$ cat config.mk
export PLATFORM = sky130hd
export DESIGN_NAME = fpu_cmp_unit
export DESIGN_NICKNAME = d
export VERILOG_FILES = /design/src/common/fpu_cmp_pkg.sv /design/src/fpu_cmp/fpu_classify.sv /design/src/fpu_cmp/fpu_cmp_n.sv /design/src/hdl/fpu_cmp_issue.sv /design/src/hdl/fpu_cmp_writeback.sv /design/src/hdl/fpu_cmp_unit.sv
export SDC_FILE = /design/constraint.sdc
export NUM_CORES = 1
export LEC_CHECK = 0
export BUFFER_PORTS_ARGS = -buffer_cell sky130_fd_sc_hd__buf_4
export CORE_MARGIN = 2
export CORE_UTILIZATION = 50
export DETAILED_ROUTE_END_ITERATION = 10
export PLACE_DENSITY_LB_ADDON = 0.05
export SETUP_SLACK_MARGIN = 0.2
export SLEW_MARGIN = 20
export SYNTH_ARGS = -nofsm -noshare
export SYNTH_HDL_FRONTEND = slang
export SYNTH_HIERARCHICAL = 1
export SYNTH_SLANG_ARGS = --single-unit
export TNS_END_PERCENT = 5
$ cat constraint.sdc
create_clock -name clk_i -period 3.2 [get_ports clk_i]
set_clock_uncertainty 0.05 [all_clocks]
set_input_delay 0.16 -clock clk_i [delete_from_list [all_inputs] [get_ports clk_i]]
set_output_delay 0.16 -clock clk_i [all_outputs]
set_load 0.01 [all_outputs]
$ cat src/common/fpu_cmp_pkg.sv
// compare unit package: op codes, tag width, request, result and writeback structs
`default_nettype none

package fpu_cmp_pkg;

  // tag width, enough to tell apart results in flight
  localparam int tag_width_c = 4;

  // operation codes, 5 to 7 are illegal
  typedef enum logic [2:0] {
    OP_FEQ  = 3'd0,
    OP_FLT  = 3'd1,
    OP_FLE  = 3'd2,
    OP_FMIN = 3'd3,
    OP_FMAX = 3'd4
  } fp_op_e;

  // registered request from issue to writeback
  typedef struct packed {
    fp_op_e                 op;
    logic [tag_width_c-1:0] tag;
  } cmp_req_t;

  // single-bit comparator results
  typedef struct packed {
    logic eq;
    logic lt;
    logic le;
    // flt and fle, any NaN input
    logic lt_le_invalid;
    // feq, signaling NaN only
    logic eq_invalid;
    logic min_max_invalid;
  } cmp_res_t;

  // output sideband
  typedef struct packed {
    logic [tag_width_c-1:0] tag;
    fp_op_e                 op;
    logic                   nv;
  } wb_info_t;

endpackage

`default_nettype wire

$ cat src/fpu_cmp/fpu_classify.sv
// fpu_classify: zero, NaN, signaling NaN, infinity and sign of one operand
`timescale 1ns/1ns
`default_nettype none

module fpu_classify #(
  parameter int e_p = 8
  , parameter int m_p = 23
) (
  input  logic [e_p+m_p:0] fp_i
  , output logic           zero_o
  , output logic           nan_o
  , output logic           sig_nan_o
  , output logic           infty_o
  , output logic           sign_o
);

  logic [e_p-1:0] exp;
  logic [m_p-1:0] man;
  logic           exp_ones;
  logic           exp_zero;
  logic           man_zero;
  logic           man_top;

  // field split
  assign sign_o = fp_i[e_p+m_p];
  assign exp    = fp_i[m_p+:e_p];
  assign man    = fp_i[0+:m_p];

  assign exp_ones = &exp;
  assign exp_zero = ~|exp;
  assign man_zero = ~|man;
  // quiet bit of a NaN
  assign man_top  = man[m_p-1];

  // denormals count as ordinary finite values here
  assign zero_o    = exp_zero & man_zero;
  assign infty_o   = exp_ones & man_zero;
  assign nan_o     = exp_ones & ~man_zero;
  assign sig_nan_o = nan_o & ~man_top;

endmodule

`default_nettype wire

$ cat src/fpu_cmp/fpu_cmp_n.sv
// fpu_cmp_n: combinational compare (eq, lt, le), min-max and invalid conditions
`timescale 1ns/1ns
`default_nettype none

module fpu_cmp_n #(
  parameter int e_p = 8
  , parameter int m_p = 23
) (
  input  logic [e_p+m_p:0]        a_i
  , input  logic [e_p+m_p:0]      b_i
  , output fpu_cmp_pkg::cmp_res_t res_o
  , output logic [e_p+m_p:0]      min_o
  , output logic [e_p+m_p:0]      max_o
);

  localparam int width_lp = e_p + m_p + 1;

  // canonical quiet NaN and positive zero
  localparam logic [width_lp-1:0] qnan_lp = {1'b0, {e_p{1'b1}}, 1'b1, {(m_p-1){1'b0}}};
  localparam logic [width_lp-1:0] pzero_lp = '0;

  logic a_zero, a_nan, a_sig_nan, a_sign;
  logic b_zero, b_nan, b_sig_nan, b_sign;
  logic mag_a_lt;
  logic eq, lt, le;
  logic lt_le_invalid, eq_invalid, min_max_invalid;

  fpu_classify #(
    .e_p(e_p)
    , .m_p(m_p)
  ) a_class (
    .fp_i(a_i)
    , .zero_o(a_zero)
    , .nan_o(a_nan)
    , .sig_nan_o(a_sig_nan)
    , .infty_o()
    , .sign_o(a_sign)
  );

  fpu_classify #(
    .e_p(e_p)
    , .m_p(m_p)
  ) b_class (
    .fp_i(b_i)
    , .zero_o(b_zero)
    , .nan_o(b_nan)
    , .sig_nan_o(b_sig_nan)
    , .infty_o()
    , .sign_o(b_sign)
  );

  // magnitude is exponent and mantissa taken as one unsigned number
  assign mag_a_lt = a_i[0+:width_lp-1] < b_i[0+:width_lp-1];

  always_comb begin
    lt_le_invalid = a_nan | b_nan;
    eq_invalid    = a_sig_nan | b_sig_nan;
    if (a_nan | b_nan) begin
      eq = 1'b0;
      lt = 1'b0;
      le = 1'b0;
    end else if (a_zero & b_zero) begin
      // +0 and -0 are equal
      eq = 1'b1;
      lt = 1'b0;
      le = 1'b1;
    end else begin
      eq = (a_i == b_i);
      case ({a_sign, b_sign})
        2'b00: begin
          lt = mag_a_lt;
          le = mag_a_lt | eq;
        end
        2'b01: begin
          lt = 1'b0;
          le = 1'b0;
        end
        2'b10: begin
          lt = 1'b1;
          le = 1'b1;
        end
        default: begin
          // both negative, larger magnitude is less
          lt = ~mag_a_lt & ~eq;
          le = ~mag_a_lt;
        end
      endcase
    end
  end

  // min-max, NaN cases first
  always_comb begin
    min_max_invalid = a_sig_nan | b_sig_nan;
    if (a_sig_nan | b_sig_nan | (a_nan & b_nan)) begin
      min_o = qnan_lp;
      max_o = qnan_lp;
    end else if (a_nan) begin
      min_o = b_i;
      max_o = b_i;
    end else if (b_nan) begin
      min_o = a_i;
      max_o = a_i;
    end else if (a_zero & b_zero) begin
      min_o = pzero_lp;
      max_o = pzero_lp;
    end else if (lt) begin
      min_o = a_i;
      max_o = b_i;
    end else begin
      min_o = b_i;
      max_o = a_i;
    end
  end

  assign res_o.eq              = eq;
  assign res_o.lt              = lt;
  assign res_o.le              = le;
  assign res_o.lt_le_invalid   = lt_le_invalid;
  assign res_o.eq_invalid      = eq_invalid;
  assign res_o.min_max_invalid = min_max_invalid;

endmodule

`default_nettype wire

$ cat src/hdl/fpu_cmp_issue.sv
// fpu_cmp_issue: input register stage with op code decode and legality check
`timescale 1ns/1ns
`default_nettype none

module fpu_cmp_issue #(
  parameter int e_p = 8
  , parameter int m_p = 23
) (
  input  logic                                clk_i
  , input  logic                              rst_n_i
  , input  logic                              req_v_i
  , input  logic [2:0]                        req_op_i
  , input  logic [fpu_cmp_pkg::tag_width_c-1:0] req_tag_i
  , input  logic [e_p+m_p:0]                  a_i
  , input  logic [e_p+m_p:0]                  b_i
  , output logic                              iss_v_o
  , output fpu_cmp_pkg::cmp_req_t             iss_req_o
  , output logic [e_p+m_p:0]                  iss_a_o
  , output logic [e_p+m_p:0]                  iss_b_o
);

  logic op_legal;

  // only the five defined codes pass
  always_comb begin
    case (req_op_i)
      fpu_cmp_pkg::OP_FEQ,
      fpu_cmp_pkg::OP_FLT,
      fpu_cmp_pkg::OP_FLE,
      fpu_cmp_pkg::OP_FMIN,
      fpu_cmp_pkg::OP_FMAX: op_legal = 1'b1;
      default:              op_legal = 1'b0;
    endcase
  end

  // valid level, illegal requests dropped here
  always_ff @(posedge clk_i) begin
    if (!rst_n_i) begin
      iss_v_o <= 1'b0;
    end else begin
      iss_v_o <= req_v_i & op_legal;
    end
  end

  // payload, loaded on every strobe
  always_ff @(posedge clk_i) begin
    if (req_v_i) begin
      iss_req_o.op  <= fpu_cmp_pkg::fp_op_e'(req_op_i);
      iss_req_o.tag <= req_tag_i;
      iss_a_o       <= a_i;
      iss_b_o       <= b_i;
    end
  end

endmodule

`default_nettype wire

$ cat src/hdl/fpu_cmp_writeback.sv
// fpu_cmp_writeback: result select per op, output register and sticky invalid flag
`timescale 1ns/1ns
`default_nettype none

module fpu_cmp_writeback #(
  parameter int e_p = 8
  , parameter int m_p = 23
) (
  input  logic                    clk_i
  , input  logic                  rst_n_i
  , input  logic                  iss_v_i
  , input  fpu_cmp_pkg::cmp_req_t iss_req_i
  , input  fpu_cmp_pkg::cmp_res_t cmp_res_i
  , input  logic [e_p+m_p:0]      min_i
  , input  logic [e_p+m_p:0]      max_i
  , input  logic                  clear_nv_i
  , output logic                  res_v_o
  , output logic [e_p+m_p:0]      res_o
  , output fpu_cmp_pkg::wb_info_t res_info_o
  , output logic                  nv_sticky_o
);

  localparam int width_lp = e_p + m_p + 1;

  logic [width_lp-1:0] res_n;
  logic                nv_n;
  logic                nv_set;

  // compare ops put their bit in bit 0
  always_comb begin
    case (iss_req_i.op)
      fpu_cmp_pkg::OP_FEQ: begin
        res_n = {{(width_lp-1){1'b0}}, cmp_res_i.eq};
        nv_n  = cmp_res_i.eq_invalid;
      end
      fpu_cmp_pkg::OP_FLT: begin
        res_n = {{(width_lp-1){1'b0}}, cmp_res_i.lt};
        nv_n  = cmp_res_i.lt_le_invalid;
      end
      fpu_cmp_pkg::OP_FLE: begin
        res_n = {{(width_lp-1){1'b0}}, cmp_res_i.le};
        nv_n  = cmp_res_i.lt_le_invalid;
      end
      fpu_cmp_pkg::OP_FMIN: begin
        res_n = min_i;
        nv_n  = cmp_res_i.min_max_invalid;
      end
      fpu_cmp_pkg::OP_FMAX: begin
        res_n = max_i;
        nv_n  = cmp_res_i.min_max_invalid;
      end
      default: begin
        res_n = '0;
        nv_n  = 1'b0;
      end
    endcase
  end

  assign nv_set = iss_v_i & nv_n;

  always_ff @(posedge clk_i) begin
    if (!rst_n_i) begin
      res_v_o     <= 1'b0;
      nv_sticky_o <= 1'b0;
    end else begin
      res_v_o     <= iss_v_i;
      // a new invalid result wins over a clear in the same cycle
      nv_sticky_o <= (nv_sticky_o & ~clear_nv_i) | nv_set;
    end
  end

  // result word and sideband
  always_ff @(posedge clk_i) begin
    if (iss_v_i) begin
      res_o          <= res_n;
      res_info_o.tag <= iss_req_i.tag;
      res_info_o.op  <= iss_req_i.op;
      res_info_o.nv  <= nv_n;
    end
  end

endmodule

`default_nettype wire

$ cat src/hdl/fpu_cmp_unit.sv
// fpu_cmp_unit: top level with issue stage, comparator and writeback stage
`timescale 1ns/1ns
`default_nettype none

module fpu_cmp_unit #(
  parameter int e_p = 8
  , parameter int m_p = 23
) (
  input  logic                                  clk_i
  , input  logic                                rst_n_i
  , input  logic                                req_v_i
  , input  logic [2:0]                          req_op_i
  , input  logic [fpu_cmp_pkg::tag_width_c-1:0] req_tag_i
  , input  logic [e_p+m_p:0]                    a_i
  , input  logic [e_p+m_p:0]                    b_i
  , input  logic                                clear_nv_i
  , output logic                                res_v_o
  , output logic [e_p+m_p:0]                    res_o
  , output fpu_cmp_pkg::wb_info_t               res_info_o
  , output logic                                nv_sticky_o
);

  // issue to comparator and writeback
  logic                  iss_v;
  fpu_cmp_pkg::cmp_req_t iss_req;
  logic [e_p+m_p:0]      iss_a;
  logic [e_p+m_p:0]      iss_b;

  // comparator to writeback
  fpu_cmp_pkg::cmp_res_t cmp_res;
  logic [e_p+m_p:0]      min_val;
  logic [e_p+m_p:0]      max_val;

  fpu_cmp_issue #(
    .e_p(e_p)
    , .m_p(m_p)
  ) issue (
    .clk_i(clk_i)
    , .rst_n_i(rst_n_i)
    , .req_v_i(req_v_i)
    , .req_op_i(req_op_i)
    , .req_tag_i(req_tag_i)
    , .a_i(a_i)
    , .b_i(b_i)
    , .iss_v_o(iss_v)
    , .iss_req_o(iss_req)
    , .iss_a_o(iss_a)
    , .iss_b_o(iss_b)
  );

  fpu_cmp_n #(
    .e_p(e_p)
    , .m_p(m_p)
  ) cmp (
    .a_i(iss_a)
    , .b_i(iss_b)
    , .res_o(cmp_res)
    , .min_o(min_val)
    , .max_o(max_val)
  );

  fpu_cmp_writeback #(
    .e_p(e_p)
    , .m_p(m_p)
  ) writeback (
    .clk_i(clk_i)
    , .rst_n_i(rst_n_i)
    , .iss_v_i(iss_v)
    , .iss_req_i(iss_req)
    , .cmp_res_i(cmp_res)
    , .min_i(min_val)
    , .max_i(max_val)
    , .clear_nv_i(clear_nv_i)
    , .res_v_o(res_v_o)
    , .res_o(res_o)
    , .res_info_o(res_info_o)
    , .nv_sticky_o(nv_sticky_o)
  );

endmodule

`default_nettype wire

==> flow_summary.json <==
{
  "outcome": "complete, no violations",
  "coreArea_sq_um": 13300,
  "setup_violations": 0,
  "path_delay_family": "compound AO/OA/AOI/OAI gates",
  "grt_usage_pct": 29.0,
  "die_h_um": 121,
  "p_switching_mw": 1.29,
  "n_antenna_cell": 0,
  "hold_start": "clear_nv_i",
  "viasPerCell": 5.91,
  "ios": 117,
  "fin_ws_ns": 0.133,
  "grt_pass1_vias": 6254,
  "firstDrtPassIters": 5,
  "power.internal_mw": 3.49,
  "cts_buffer_depth": 2,
  "p_leak_nw": 4.09,
  "worstRegToRegCells": 11,
  "routabilityCongestion": 0.902,
  "report.final.slew_viol_count": 0,
  "rr_endpoint": "writeback/res_o[0]",
  "fin_crit_sh_pct": 95.8,
  "register_area_sq_um": 3400,
  "cts_max_level": 4,
  "worst_slew_pin_slew_ns": 0.936,
  "cts.sinks": 114,
  "setup_tns_ns": 0,
  "crit_type": "reg -> reg",
  "rrSetupSlack_ns": 0.13,
  "syn_inst": 628,
  "combPwrFrac_pct": 22.7,
  "yosysWarnings": 6,
  "numCtsBuffers": 17,
  "syn2layout_area_growth_pct": 46.4,
  "hold_class": "in -> reg",
  "num_rows": 42,
  "slowest_stage": "edfxtp_1",
  "peakVddDrop_uv": 545,
  "dp_slack_ns": -0.00863,
  "grt_antenna_before_repair": 0,
  "postRouteAntennaNets": 0,
  "seqPwrFrac_pct": 39.4,
  "clockPowerShare_pct": 37.8,
  "drt_iter0_drc": 569,
  "power_density_nw_per_um2": 475,
  "r2r-start": "issue/iss_a_o[14]",
  "multi_input_area_sq_um": 3360,
  "num_vias": 6293,
  "grt_max_degree": 73,
  "cts_tree": "built",
  "nFillCells": 897,
  "routed_wl_um": 20800,
  "die_area_sq_um": 14700,
  "slew_headroom_pct": 37.6,
  "period_needed_ns": 3.07,
  "clk_pin_slew_worst_paths_ns": 0.05,
  "start_kind": "register",
  "worst_path_largest_cell_delay_ns": 0.49,
  "path_cells": "ha_4, nand4_1, nor3_4, o31a_1, o21ai_4, a211oi_4, nor4_4, o2bb2ai_2, mux2_4, a22oi_2, o22ai_1",
  "overflow": 0,
  "crit_arrival_ns": 3.16,
  "drive_above_1_share_pct": 34.1,
  "hold_viol_final": 0,
  "clk_latency_ns": 0.42,
  "die_x_um": 121,
  "synth_fp_nets": 734,
  "wl_per_cell_um": 19.5,
  "syn_area_sq_um": 6860,
  "nets": 981,
  "crit_fanout": 3,
  "hold_end": "writeback/nv_sticky_o",
  "crit_buf_inv": 0,
  "drc": 0,
  "cp.required_ns": 3.30,
  "dpl.hpwl_um": 12900,
  "swShare_pct": 27.0,
  "syn_area_per_cell_sq_um": 10.9,
  "rsz0062_at_grt": "yes",
  "fmax_mhz": 326,
  "grt_pass1_wl_um": 32400,
  "root_buffer": "clkbuf_16",
  "io_buffers": 116,
  "cap_violations": 0,
  "end_kind": "register",
  "initial_core_util_pct": 51.4,
  "min_path_cells": 4
}
==> flip-flops by register name, summed over array words and instances, names as in the netlist <==
name and flops:
writeback/res_info_o 8, issue/iss_b_o 32, issue/iss_v_o 1, writeback/nv_sticky_o 1
writeback/res_o 32, writeback/res_v_o 1, issue/iss_req_o 7, issue/iss_a_o 32
==> power groups by stage <==
stage	Clock [mW]	Combinational (mW)	Sequential (mW)
2_1_floorplan	0	0.550	1.90
3_3_place_gp	0	0.891	1.90
3_5_place_dp	0	0.915	1.90
4_1_cts	1.83	1.04	1.88
5_1_grt	1.89	1.17	1.89
6_report	1.81	1.09	1.88
==> layout make-up <==
| type | instances | share of cell area [%] |
|---|---|---|
| multi-input cells | 408 | 33.4 |
| clock buffers | 21 | 4.48 |
| clock inverters | 11 | 1.15 |
| repair buffers | 274 | 22.7 |
| flip-flops and latches | 114 | 33.8 |
| well taps | 176 | 2.19 |
| inverters | 60 | 2.24 |
==> layer usage <==
| metal | routed length, um | part of all wire [%] | vias up | GRT usage, % |
|---|---|---|---|---|
| met5 | 0 | 0 | - | 0 |
| met4 | 665 | 3.2 | 0 | 12.5 |
| met3 | 1480 | 7.1 | 56 | 6.11 |
| met2 | 10200 | 49 | 332 | 48.0 |
| met1 | 8470 | 41 | 2976 | 36.9 |
| li1 | - | - | 2929 | - |
==> cells in the final DEF (no fill, tap or decap), types with 19 or more instances in the layout <==
| cell type | n |
|---|---|
| a21oi_1 | 21 |
| a22o_1 | 31 |
| buf_4 | 198 |
| dlygate4sd3_1 | 72 |
| edfxtp_1 | 111 |
| ha_1 | 19 |
| inv_1 | 55 |
| nand2_1 | 63 |
| nor4_1 | 26 |
| o211ai_1 | 23 |
| o21ai_0 | 35 |
==> worst max path at each step <==
stage,depth (start not counted),endpoint,slack (ns),start
after global placement,10,writeback/res_o[27],0.07,issue/iss_a_o[14]
after global routing,11,writeback/res_o[0],0.03,issue/iss_a_o[14]
final,11,writeback/res_o[0],0.13,issue/iss_a_o[14]
after detailed placement,11,writeback/res_o[0],-0.009,issue/iss_a_o[18]
after CTS,12,writeback/res_o[0],0.20,issue/iss_a_o[29]
after floorplan,13,writeback/res_o[0],0.20,issue/iss_a_o[30]
==> per-stage QoR <==
step	power, mW	cells	area, sq um	util [%]	hold slack [ns]
3_5_place_dp	2.82	945	8400	62.9	0.289
6_report	4.77	1064	10000	75.3	0.122
2_1_floorplan	2.45	628	6990	-	0.209
5_1_grt	4.96	1064	10000	75.3	0.145
4_1_cts	4.75	1058	9910	74.2	0.102
3_3_place_gp	2.79	945	8400	62.9	0.288
==> repair_timing <==
| action | CTS | global route |
|---|---|---|
| hold buffers | 72 | 0 |
| gates resized for setup | 28 | 16 |
| setup endpoints to repair | 32 | 32 |
| pin swaps | 18 | 10 |
| endpoints found under the hold margin | 74 | 0 |
| buffers inserted | 9 | 6 |
==> worst reg2reg max path, cell delays in order, from the launching register on <==
cell and delay (ns):
edfxtp_1 0.49, ha_4 0.32, nand4_1 0.18, nor3_4 0.25
o31a_1 0.34, o21ai_4 0.11, a211oi_4 0.35, nor4_4 0.07
o2bb2ai_2 0.15, mux2_4 0.26, a22oi_2 0.15, o22ai_1 0.09
No activity file was read; power rests on OpenSTA's default activity.
